--- src/verilog/fpUnitPkg.sv ---
// post-processing unit control: rounding modes, source tags, flags, credits, arbiter states
package fpUnitPkg;

    // IEEE rounding-mode encoding, as in the frm field
    typedef logic [2:0] rmT;
    localparam rmT rmNearEven   = 3'd0;
    localparam rmT rmTowardZero = 3'd1;
    localparam rmT rmDown       = 3'd2;   // toward -inf
    localparam rmT rmUp         = 3'd3;   // toward +inf
    localparam rmT rmNearMax    = 3'd4;   // ties away from zero

    // which front end a result came from
    typedef logic srcT;
    localparam srcT srcMul = 1'b0;
    localparam srcT srcCvt = 1'b1;

    // exception flags, invalid in the top bit
    typedef logic [3:0] flagT;
    localparam int flagInvalid   = 3;
    localparam int flagOverflow  = 2;
    localparam int flagUnderflow = 1;
    localparam int flagInexact   = 0;

    localparam int resultCredits = 4;   // downstream result buffer depth

    // round-robin pointer for the shared post-processor
    typedef enum logic {preferMul, preferCvt} arbStateT;

endpackage

--- src/verilog/fpFormatPkg.sv ---
// binary16 number format: field widths, exponent limits and field types
package fpFormatPkg;

    ////////////////////////////////////////
    // field geometry
    ////////////////////////////////////////

    localparam int expWidth  = 5;    // biased exponent bits
    localparam int fracWidth = 10;   // stored fraction bits
    localparam int bias      = 15;
    localparam int expMax    = 31;   // all-ones exponent, inf and NaN

    ////////////////////////////////////////
    // field types
    ////////////////////////////////////////

    // packed sign, exponent, fraction
    typedef logic [15:0] halfT;

    // biased exponent with two extra bits for sign and overflow,
    // read as two's complement wherever range is checked
    typedef logic [6:0] expT;

    typedef logic [10:0] manT;       // hidden bit plus fraction
    typedef logic [21:0] wideManT;   // unnormalized, point after the top bit
    typedef logic [4:0] shiftT;      // normalization shift, 0 to 21

    // canonical quiet NaN, positive, top fraction bit set
    localparam halfT quietNaN = 16'h7E00;

endpackage
--- src/verilog/fpPostTop.sv ---
// half-precision post-processing subsystem: two front ends sharing one round and flag unit
`timescale 1ns/10ps

module fpPostTop (
    input  logic               clk,
    input  logic               reset,
    input  logic               mulValid,
    input  fpFormatPkg::halfT  mulA,
    input  fpFormatPkg::halfT  mulB,
    input  fpUnitPkg::rmT      mulRm,
    output logic               mulCredit,
    input  logic               cvtValid,
    input  logic signed [15:0] cvtInt,
    input  fpUnitPkg::rmT      cvtRm,
    output logic               cvtCredit,
    output logic               resValid,
    output fpFormatPkg::halfT  resValue,
    output fpUnitPkg::flagT    resFlags,
    output fpUnitPkg::srcT     resSrc,
    input  logic               resCredit
);

    // front end fields
    logic mulReq, mulGrant, mulSign, mulSticky, mulIsNaN, mulIsInf, mulIsZero, mulIsInvalid;
    logic cvtReq, cvtGrant, cvtSign, cvtSticky, cvtIsNaN, cvtIsInf, cvtIsZero, cvtIsInvalid;
    fpFormatPkg::expT mulExp, cvtExp;
    fpFormatPkg::wideManT mulMan, cvtMan;
    fpUnitPkg::rmT mulRmSlot, cvtRmSlot;

    // shared post-processor bus
    logic sign, sticky, isNaN, isInf, isZero, isInvalid, issue, room;
    fpFormatPkg::expT exp;
    fpFormatPkg::wideManT man;
    fpUnitPkg::rmT rm;
    fpUnitPkg::srcT src;

    fpMultiply u_fpMultiply (.clk, .reset, .mulValid, .mulA, .mulB, .mulRm, .grant(mulGrant),
        .request(mulReq), .sign(mulSign), .exp(mulExp), .man(mulMan), .sticky(mulSticky),
        .rm(mulRmSlot), .isNaN(mulIsNaN), .isInf(mulIsInf), .isZero(mulIsZero),
        .isInvalid(mulIsInvalid), .mulCredit);

    intConvert u_intConvert (.clk, .reset, .cvtValid, .cvtInt, .cvtRm, .grant(cvtGrant),
        .request(cvtReq), .sign(cvtSign), .exp(cvtExp), .man(cvtMan), .sticky(cvtSticky),
        .rm(cvtRmSlot), .isNaN(cvtIsNaN), .isInf(cvtIsInf), .isZero(cvtIsZero),
        .isInvalid(cvtIsInvalid), .cvtCredit);

    postArbiter u_postArbiter (.clk, .reset, .mulReq, .cvtReq, .room, .mulGrant, .cvtGrant,
        .mulSign, .mulExp, .mulMan, .mulSticky, .mulRm(mulRmSlot), .mulIsNaN, .mulIsInf,
        .mulIsZero, .mulIsInvalid, .cvtSign, .cvtExp, .cvtMan, .cvtSticky, .cvtRm(cvtRmSlot),
        .cvtIsNaN, .cvtIsInf, .cvtIsZero, .cvtIsInvalid, .sign, .exp, .man, .sticky, .rm,
        .isNaN, .isInf, .isZero, .isInvalid, .src, .issue);

    postprocess u_postprocess (.clk, .reset, .issue, .src, .sign, .exp, .man, .sticky, .rm,
        .isNaN, .isInf, .isZero, .isInvalid, .resValid, .resValue, .resFlags, .resSrc);

    resultCredit u_resultCredit (.clk, .reset, .issue, .resCredit, .room);

endmodule

--- src/verilog/resultCredit.sv ---
// output credit counter: allows an issue only while the result buffer has room
`timescale 1ns/10ps

module resultCredit (
    input  logic clk,
    input  logic reset,
    input  logic issue,       // one result on its way out
    input  logic resCredit,   // downstream freed one entry
    output logic room
);

    logic [$clog2(fpUnitPkg::resultCredits + 1)-1:0] count;

    // issue and return may land in the same cycle and cancel
    always_ff @(posedge clk) begin
        if (reset) count <= ($bits(count))'(fpUnitPkg::resultCredits);
        else if (issue && !resCredit) count <= count - 1'b1;
        else if (resCredit && !issue) count <= count + 1'b1;
    end

    assign room = (count != '0);

    noCreditUnderflow: assert property (@(posedge clk) disable iff (reset)
        issue |-> (count != '0))
        else $error("result issued with no output credit");

    noCreditOverflow: assert property (@(posedge clk) disable iff (reset)
        (resCredit && !issue) |-> (count < fpUnitPkg::resultCredits))
        else $error("more output credits returned than issued");

endmodule

--- src/verilog/postprocess.sv ---
// shared post-processor: normalize, round, special results and flags, one register stage
`timescale 1ns/10ps

module postprocess (
    input  logic                 clk,
    input  logic                 reset,
    input  logic                 issue,
    input  fpUnitPkg::srcT       src,
    input  logic                 sign,
    input  fpFormatPkg::expT     exp,
    input  fpFormatPkg::wideManT man,        // value is man[21].man[20:0] * 2^(exp-bias)
    input  logic                 sticky,
    input  fpUnitPkg::rmT        rm,
    input  logic                 isNaN,
    input  logic                 isInf,
    input  logic                 isZero,
    input  logic                 isInvalid,
    output logic                 resValid,
    output fpFormatPkg::halfT    resValue,
    output fpUnitPkg::flagT      resFlags,
    output fpUnitPkg::srcT       resSrc
);

    fpFormatPkg::shiftT shift;
    fpFormatPkg::wideManT normMan;
    fpFormatPkg::expT normExp, roundExp;
    logic lsb, rndBit, stk;
    logic roundUp, ovfToInf;
    logic [11:0] sum;                        // hidden bit, fraction and carry out
    logic tiny, overflow, inexact;
    fpFormatPkg::halfT resultNext;
    fpUnitPkg::flagT flagsNext;

    ////////////////////////////////////////
    // normalization
    ////////////////////////////////////////

    always_comb begin
        shift = '0;
        for (int i = 0; i < 22; i++)
            if (man[i]) shift = fpFormatPkg::shiftT'(21 - i);
    end

    assign normMan = man << shift;
    assign normExp = exp - fpFormatPkg::expT'(shift);

    ////////////////////////////////////////
    // rounding
    ////////////////////////////////////////

    assign lsb     = normMan[11];            // last kept fraction bit
    assign rndBit  = normMan[10];
    assign stk     = (|normMan[9:0]) | sticky;
    assign inexact = rndBit | stk;

    always_comb begin
        case (rm)
            fpUnitPkg::rmNearEven:   roundUp = rndBit & (stk | lsb);
            fpUnitPkg::rmTowardZero: roundUp = 1'b0;
            fpUnitPkg::rmDown:       roundUp = sign & inexact;
            fpUnitPkg::rmUp:         roundUp = ~sign & inexact;
            fpUnitPkg::rmNearMax:    roundUp = rndBit;
            default:                 roundUp = 1'b0;
        endcase
    end

    // carry out leaves a zero fraction, so only the exponent moves
    assign sum      = {1'b0, normMan[21:11]} + 12'(roundUp);
    assign roundExp = normExp + fpFormatPkg::expT'(sum[11]);

    // tininess before rounding, flushed to zero
    assign tiny     = $signed(normExp) < 1;
    assign overflow = $signed(roundExp) >= fpFormatPkg::expMax;

    always_comb begin
        case (rm)
            fpUnitPkg::rmTowardZero: ovfToInf = 1'b0;
            fpUnitPkg::rmDown:       ovfToInf = sign;
            fpUnitPkg::rmUp:         ovfToInf = ~sign;
            default:                 ovfToInf = 1'b1;  // nearest modes
        endcase
    end

    ////////////////////////////////////////
    // result and flag select
    ////////////////////////////////////////

    always_comb begin
        flagsNext = '0;
        if (isInvalid | isNaN) begin
            resultNext = fpFormatPkg::quietNaN;
            flagsNext[fpUnitPkg::flagInvalid] = isInvalid;
        end else if (isInf) begin
            resultNext = {sign, 5'(fpFormatPkg::expMax), 10'b0};
        end else if (isZero) begin
            resultNext = {sign, 15'b0};      // keeps the sign
        end else if (tiny) begin
            resultNext = {sign, 15'b0};
            flagsNext[fpUnitPkg::flagUnderflow] = 1'b1;
            flagsNext[fpUnitPkg::flagInexact]   = 1'b1;
        end else if (overflow) begin
            if (ovfToInf) resultNext = {sign, 5'(fpFormatPkg::expMax), 10'b0};
            else resultNext = {sign, 5'(fpFormatPkg::expMax - 1),
                               {fpFormatPkg::fracWidth{1'b1}}};  // largest finite
            flagsNext[fpUnitPkg::flagOverflow] = 1'b1;
            flagsNext[fpUnitPkg::flagInexact]  = 1'b1;
        end else begin
            resultNext = {sign, roundExp[4:0], sum[fpFormatPkg::fracWidth-1:0]};
            flagsNext[fpUnitPkg::flagInexact] = inexact;
        end
    end

    always_ff @(posedge clk) begin
        if (reset) resValid <= 1'b0;
        else resValid <= issue;
    end

    always_ff @(posedge clk) begin
        if (issue) begin
            resValue <= resultNext;
            resFlags <= flagsNext;
            resSrc   <= src;
        end
    end

endmodule

--- src/verilog/postArbiter.sv ---
// round-robin arbiter that hands the shared post-processor to one front end per cycle
`timescale 1ns/10ps

module postArbiter (
    input  logic                 clk,
    input  logic                 reset,
    input  logic                 mulReq,
    input  logic                 cvtReq,
    input  logic                 room,        // an output credit is available
    output logic                 mulGrant,
    output logic                 cvtGrant,
    input  logic                 mulSign,
    input  fpFormatPkg::expT     mulExp,
    input  fpFormatPkg::wideManT mulMan,
    input  logic                 mulSticky,
    input  fpUnitPkg::rmT        mulRm,
    input  logic                 mulIsNaN,
    input  logic                 mulIsInf,
    input  logic                 mulIsZero,
    input  logic                 mulIsInvalid,
    input  logic                 cvtSign,
    input  fpFormatPkg::expT     cvtExp,
    input  fpFormatPkg::wideManT cvtMan,
    input  logic                 cvtSticky,
    input  fpUnitPkg::rmT        cvtRm,
    input  logic                 cvtIsNaN,
    input  logic                 cvtIsInf,
    input  logic                 cvtIsZero,
    input  logic                 cvtIsInvalid,
    output logic                 sign,
    output fpFormatPkg::expT     exp,
    output fpFormatPkg::wideManT man,
    output logic                 sticky,
    output fpUnitPkg::rmT        rm,
    output logic                 isNaN,
    output logic                 isInf,
    output logic                 isZero,
    output logic                 isInvalid,
    output fpUnitPkg::srcT       src,
    output logic                 issue
);

    fpUnitPkg::arbStateT state;
    logic pickCvt;

    // convert wins when alone or when it is its turn
    assign pickCvt  = cvtReq & (~mulReq | (state == fpUnitPkg::preferCvt));
    assign mulGrant = room & mulReq & ~pickCvt;
    assign cvtGrant = room & pickCvt;
    assign issue    = mulGrant | cvtGrant;
    assign src      = pickCvt ? fpUnitPkg::srcCvt : fpUnitPkg::srcMul;

    // shared bus follows the pick
    assign sign      = pickCvt ? cvtSign      : mulSign;
    assign exp       = pickCvt ? cvtExp       : mulExp;
    assign man       = pickCvt ? cvtMan       : mulMan;
    assign sticky    = pickCvt ? cvtSticky    : mulSticky;
    assign rm        = pickCvt ? cvtRm        : mulRm;
    assign isNaN     = pickCvt ? cvtIsNaN     : mulIsNaN;
    assign isInf     = pickCvt ? cvtIsInf     : mulIsInf;
    assign isZero    = pickCvt ? cvtIsZero    : mulIsZero;
    assign isInvalid = pickCvt ? cvtIsInvalid : mulIsInvalid;

    always_ff @(posedge clk) begin
        if (reset) state <= fpUnitPkg::preferMul;
        else if (mulGrant) state <= fpUnitPkg::preferCvt;
        else if (cvtGrant) state <= fpUnitPkg::preferMul;
    end

    grantOneWithRoom: assert property (@(posedge clk) disable iff (reset)
        (mulGrant || cvtGrant) |-> (room && !(mulGrant && cvtGrant)))
        else $error("grant without room or double grant");

endmodule

--- src/verilog/intConvert.sv ---
// convert front end: holds one signed integer and forms sign, left-aligned magnitude and exponent
`timescale 1ns/10ps

module intConvert (
    input  logic                 clk,
    input  logic                 reset,
    input  logic                 cvtValid,
    input  logic signed [15:0]   cvtInt,
    input  fpUnitPkg::rmT        cvtRm,
    input  logic                 grant,
    output logic                 request,
    output logic                 sign,
    output fpFormatPkg::expT     exp,
    output fpFormatPkg::wideManT man,
    output logic                 sticky,
    output fpUnitPkg::rmT        rm,
    output logic                 isNaN,
    output logic                 isInf,
    output logic                 isZero,
    output logic                 isInvalid,
    output logic                 cvtCredit
);

    logic signed [15:0] intReg;
    logic full;
    logic [15:0] mag;                       // -32768 comes out as 16'h8000
    logic [15:0] aligned;
    fpFormatPkg::shiftT lzc;

    always_ff @(posedge clk) begin
        if (reset) begin
            full      <= 1'b0;
            cvtCredit <= 1'b0;
        end else begin
            cvtCredit <= grant;
            if (cvtValid) full <= 1'b1;
            else if (grant) full <= 1'b0;
        end
    end

    always_ff @(posedge clk) begin
        if (cvtValid) begin
            intReg <= cvtInt;
            rm     <= cvtRm;
        end
    end

    assign mag = intReg[15] ? 16'(-intReg) : 16'(intReg);

    // leading-zero count, highest set bit wins
    always_comb begin
        lzc = '0;
        for (int i = 0; i < 16; i++)
            if (mag[i]) lzc = fpFormatPkg::shiftT'(15 - i);
    end

    assign aligned = mag << lzc;

    assign request   = full;
    assign sign      = intReg[15];
    assign man       = {aligned, 6'b0};     // leading one lands in bit 21
    assign exp       = fpFormatPkg::expT'(fpFormatPkg::bias + 15 - int'(lzc));
    assign sticky    = 1'b0;
    assign isZero    = (mag == '0);
    assign isNaN     = 1'b0;                // integers have no special values
    assign isInf     = 1'b0;
    assign isInvalid = 1'b0;

    slotNoOverrun: assert property (@(posedge clk) disable iff (reset) cvtValid |-> !full)
        else $error("integer operand arrived while the slot was full");

endmodule

--- src/verilog/fpMultiply.sv ---
// multiply front end: holds one operand pair, classifies it and forms the exact product
`timescale 1ns/10ps

module fpMultiply (
    input  logic                 clk,
    input  logic                 reset,
    input  logic                 mulValid,    // source pulses while holding its credit
    input  fpFormatPkg::halfT    mulA,
    input  fpFormatPkg::halfT    mulB,
    input  fpUnitPkg::rmT        mulRm,
    input  logic                 grant,       // post-processor takes the slot
    output logic                 request,
    output logic                 sign,
    output fpFormatPkg::expT     exp,
    output fpFormatPkg::wideManT man,
    output logic                 sticky,
    output fpUnitPkg::rmT        rm,
    output logic                 isNaN,
    output logic                 isInf,
    output logic                 isZero,
    output logic                 isInvalid,
    output logic                 mulCredit    // credit back to the source
);

    fpFormatPkg::halfT aReg, bReg;
    logic full;
    logic [fpFormatPkg::expWidth-1:0] aExp, bExp;
    logic [fpFormatPkg::fracWidth-1:0] aFrac, bFrac;
    fpFormatPkg::manT aMan, bMan;
    logic aZero, bZero, aInf, bInf, aNaN, bNaN;

    // slot state and credit return
    always_ff @(posedge clk) begin
        if (reset) begin
            full      <= 1'b0;
            mulCredit <= 1'b0;
        end else begin
            mulCredit <= grant;             // high in the cycle the slot is empty again
            if (mulValid) full <= 1'b1;
            else if (grant) full <= 1'b0;
        end
    end

    always_ff @(posedge clk) begin
        if (mulValid) begin
            aReg <= mulA;
            bReg <= mulB;
            rm   <= mulRm;
        end
    end

    assign aExp  = aReg[fpFormatPkg::fracWidth +: fpFormatPkg::expWidth];
    assign bExp  = bReg[fpFormatPkg::fracWidth +: fpFormatPkg::expWidth];
    assign aFrac = aReg[fpFormatPkg::fracWidth-1:0];
    assign bFrac = bReg[fpFormatPkg::fracWidth-1:0];

    // subnormal operands count as zero
    assign aZero = (aExp == '0);
    assign bZero = (bExp == '0);
    assign aInf  = (aExp == fpFormatPkg::expMax) && (aFrac == '0);
    assign bInf  = (bExp == fpFormatPkg::expMax) && (bFrac == '0);
    assign aNaN  = (aExp == fpFormatPkg::expMax) && (aFrac != '0);
    assign bNaN  = (bExp == fpFormatPkg::expMax) && (bFrac != '0);

    assign request   = full;
    assign sign      = aReg[15] ^ bReg[15];
    assign isNaN     = aNaN | bNaN;
    assign isInf     = aInf | bInf;
    assign isZero    = aZero | bZero;
    // signaling NaN has the quiet bit clear
    assign isInvalid = (aNaN & ~aFrac[9]) | (bNaN & ~bFrac[9]) | (aInf & bZero) | (aZero & bInf);

    assign aMan   = {1'b1, aFrac};
    assign bMan   = {1'b1, bFrac};
    assign man    = aMan * bMan;            // exact, two integer bits
    assign sticky = 1'b0;                   // nothing dropped
    // +1 puts the binary point after the top product bit
    assign exp = fpFormatPkg::expT'(int'(aExp) + int'(bExp) - fpFormatPkg::bias + 1);

    slotNoOverrun: assert property (@(posedge clk) disable iff (reset) mulValid |-> !full)
        else $error("multiply operand arrived while the slot was full");

endmodule

--- config.mk ---
export PLATFORM = sky130hd
export DESIGN_NAME = fpPostTop
export DESIGN_NICKNAME = d
export VERILOG_FILES = /design/src/verilog/fpUnitPkg.sv /design/src/verilog/fpFormatPkg.sv /design/src/verilog/fpPostTop.sv /design/src/verilog/resultCredit.sv /design/src/verilog/postprocess.sv /design/src/verilog/postArbiter.sv /design/src/verilog/intConvert.sv /design/src/verilog/fpMultiply.sv
export SDC_FILE = /design/constraint.sdc
export NUM_CORES = 1
export LEC_CHECK = 0
export BUFFER_PORTS_ARGS = -buffer_cell sky130_fd_sc_hd__buf_2
export CAP_MARGIN = 10
export CORE_ASPECT_RATIO = 0.8
export CORE_UTILIZATION = 45
export DETAILED_ROUTE_END_ITERATION = 8
export PLACE_DENSITY = 0.7
export SYNTH_ARGS = -nofsm -noshare
export SYNTH_HDL_FRONTEND = slang
export SYNTH_SLANG_ARGS = --single-unit
--- constraint.sdc ---
create_clock -name clk -period 25.5 [get_ports clk]
set_clock_uncertainty 0.2 [all_clocks]
set_input_delay 1.275 -clock clk [delete_from_list [all_inputs] [get_ports clk]]
set_output_delay 1.275 -clock clk [all_outputs]
set_load 0.005 [all_outputs]
==> impl_metrics.py <==
metrics = {
    "outcome": {
        "outcome": "completed",
    },
    "worst_setup_path": {
        "reg2reg_from": "u_fpMultiply.aReg[3]$_DFFE_PP_",
        "worstPathMaxFanout": 29,
        "critPathLaunch": "u_fpMultiply.aReg[3]$_DFFE_PP_",
        "crit_slowest_cell": "o31a_1",
        "slowest_delay_ns": 0.64,
        "crit_top_cell": "fa_1",
        "crit_type": "reg2reg",
        "critPathRequiredTime_ns": 25.51,
        "crit_arrival_ns": 12.23,
        "startpoint_type": "register",
        "critPathCaptureType": "register",
    },
    "placed_design": {
        "dp_hpwl_um": 25400,
        "portBuffers": 82,
        "gp_congestion": 0.953,
    },
    "sta": {
        "period_share": 0.479,
        "finalCriticalPeriod_ns": 12.21,
        "tns_ns": 0,
        "hold_viol_final": 0,
        "setup_viol": 0,
        "slew_violations": 0,
        "slew_headroom": 0.215,
        "grt_setup_unrepaired": "no",
        "worst_pin_slew_ns": 1.18,
        "max_freq_mhz": 81.9,
    },
    "clocking": {
        "path_clk_slew_ns": 0.07,
        "post_cts_buffers": 0,
        "clock-sinks": 84,
        "tritoncts": "yes",
        "clock_latency_ns": 0.37,
        "cts_max_path_buffers": 2,
        "cts_max_level": 3,
        "cts-root-buf": "clkbuf_16",
        "hold_buffers": 0,
        "cts_resized": 0,
        "cts_inserted_buffers": 9,
    },
    "logic_synthesis": {
        "synth_common_cells": "inv_1 (124), and2_1 (104), nand2_1 (97)",
        "synth-edff-count": 75,
        "ys_async_sr_fraction": 0,
        "avgSynthCellArea_um2": 8.74,
        "synth-seq-cells": 84,
        "ys.flop_type": "edfxtp_1",
        "ys_seq_area_frac": 0.207,
        "synth.most_common_cell": "inv_1",
        "synth_area_leaders": "edfxtp_1 (19%), fa_1 (14%), ha_1 (8.3%), and2_1 (5.5%), inv_1 (4.0%)",
        "synthCells": 1344,
        "synth_top_area_cell": "edfxtp_1",
        "yosys.cell_types.count": 109,
        "netlist_area_um2": 11800,
        "synth_nets": 1564,
        "synth_top_area_frac": 0.192,
        "yosysWarnings": 0,
    },
    "min_path": {
        "hp-start": "u_fpMultiply.request$_SDFFE_PP0P_",
        "hold_path_class": "reg2reg",
    },
    "route": {
        "viasPerCell": 5.95,
        "drtPass1Iterations": 5,
        "wl_per_cell_um": 18.8,
        "wl_um": 32400,
        "num_vias": 10279,
        "drtIter0Drc": 989,
        "post-route-drc-count": 0,
        "detail-route-antenna-nets": 0,
    },
    "die": {
        "design.core.area_um2": 25400,
        "initial_utilization": 0.462,
        "die_w_um": 183,
        "dieArea_um2": 26800,
        "fp-row-count": 52,
        "ios": 83,
        "die_height_um": 147,
    },
    "final_layout": {
        "final_layout_size_suffix_gt1_frac": 0.129,
        "final_net_count": 1592,
        "diodes": 0,
        "area_growth_pct": 7.77,
        "fill_cells": 2440,
    },
    "flow_run": {
        "max_cap_viol_count": 0,
    },
    "global_route": {
        "antenna_found_initial": 0,
        "grt_pass1_vias": 9831,
        "grt_max_degree": 44,
        "grt_util_all_layers": 0.247,
        "grt_pass1_wl_um": 52300,
        "overflow": 0,
    },
}
[state kept, by name, summed over array words and instances (netlist names), 3 cells and up]
signal / count
u_fpMultiply.aReg: 16
u_fpMultiply.bReg: 16
u_fpMultiply.rm: 3
u_intConvert.intReg: 16
u_intConvert.rm: 3
u_postprocess.resFlags: 4
u_postprocess.resValue: 16
u_resultCredit.count: 3
[cell type report]
class / count / area [um^2] / area share
flip-flops and latches: 84 / 2430 / 0.192
multi-input cells: 1061 / 8540 / 0.674
clock inverters: 7 / 93.8 / 0.00741
clock buffers: 9 / 225 / 0.0178
well taps: 351 / 439 / 0.0347
inverters: 129 / 485 / 0.0383
repair buffers: 87 / 448 / 0.0354
[per-layer routing]
| layer | up-vias | part of all wire | GRT usage |
|---|---|---|---|
| met4 | 0 | 0.023 | 0.0739 |
| met2 | 418 | 0.42 | 0.359 |
| met3 | 61 | 0.076 | 0.0394 |
| met1 | 4938 | 0.48 | 0.373 |
| met5 | - | 0 | 0 |
| li1 | 4862 | - | - |
[per-stage QoR]
step           hold slack (ns)  setup WS [ns]  cells   util  area, um^2
2_1_floorplan            0.241          15.29   1344      -       11800
3_3_place_gp             0.262          13.68   1712  0.485       12300
3_5_place_dp             0.273          13.40   1712  0.485       12300
4_1_cts                  0.282          13.36   1728  0.498       12700
5_1_grt                  0.306          12.40   1728  0.498       12700
6_report                 0.280          13.29   1728  0.498       12700
[logic make-up (layout without fill, tap and decap cells)]
logic type | after synthesis | count (layout) | share of synthesized area
xor+xnor | 59 | 59 | 0.0440
compound gates | 329 | 329 | 0.203
mux | 26 | 26 | 0.0260
flops | 84 | 84 | 0.207
buf+inv | 199 | 232 | 0.0664
simple gates | 485 | 485 | 0.228
fa+ha+maj | 162 | 162 | 0.225
[critical path, delay by kind of cell, from the launching register on]
family	cells	cell delay, ns
xor gates and xnor gates	2	0.34
DFF	1	0.57
adders and majority gates	10	3.62
buffers and inverters	5	0.81
AOI/OAI and AO/OA	17	3.66
and+or+nand+nor	12	2.80
[worst paths after layout]
path         slack, ns                                      end  cells after the start
max reg2reg      13.29  u_postprocess.resValue[8]$_SDFFCE_PP0N_                     46
min               0.28        u_fpMultiply.mulCredit$_SDFF_PP0_                      2
max              13.29  u_postprocess.resValue[8]$_SDFFCE_PP0N_                     46
min reg2reg       0.28        u_fpMultiply.mulCredit$_SDFF_PP0_                      2
[cell usage in the layout, fill, tap and decap left out, drive strengths merged, types with 6 or more instances in the layout]
| cell | instances |
|---|---|
| o31ai | 11 |
| or3 | 11 |
| xnor2 | 32 |
| and2 | 105 |
| o21ai | 67 |
| a211oi | 14 |
| a21o | 19 |
| nand2 | 102 |
| or4 | 7 |
| nor4 | 14 |
| o41ai | 7 |
| nand4 | 10 |
| buf | 87 |
| nand2b | 17 |
| o21a | 13 |
| nor2b | 13 |
| nor2 | 80 |
| and3 | 13 |
| a22oi | 7 |
| o22ai | 11 |
| a21oi | 60 |
| or2 | 11 |
| o221ai | 7 |
| dfxtp | 9 |
| a221oi | 7 |
| a31oi | 14 |
| o2111ai | 6 |
| ha | 78 |
| inv | 131 |
| edfxtp | 75 |
| o211ai | 22 |
| clkbuf | 9 |
| mux2i | 18 |
| xor2 | 27 |
| fa | 83 |
| mux2 | 7 |
| nor3 | 35 |
| nand3 | 50 |
Power is not shown: default switching activity piles up to over one toggle a cycle in this logic, so the estimate is an artifact.
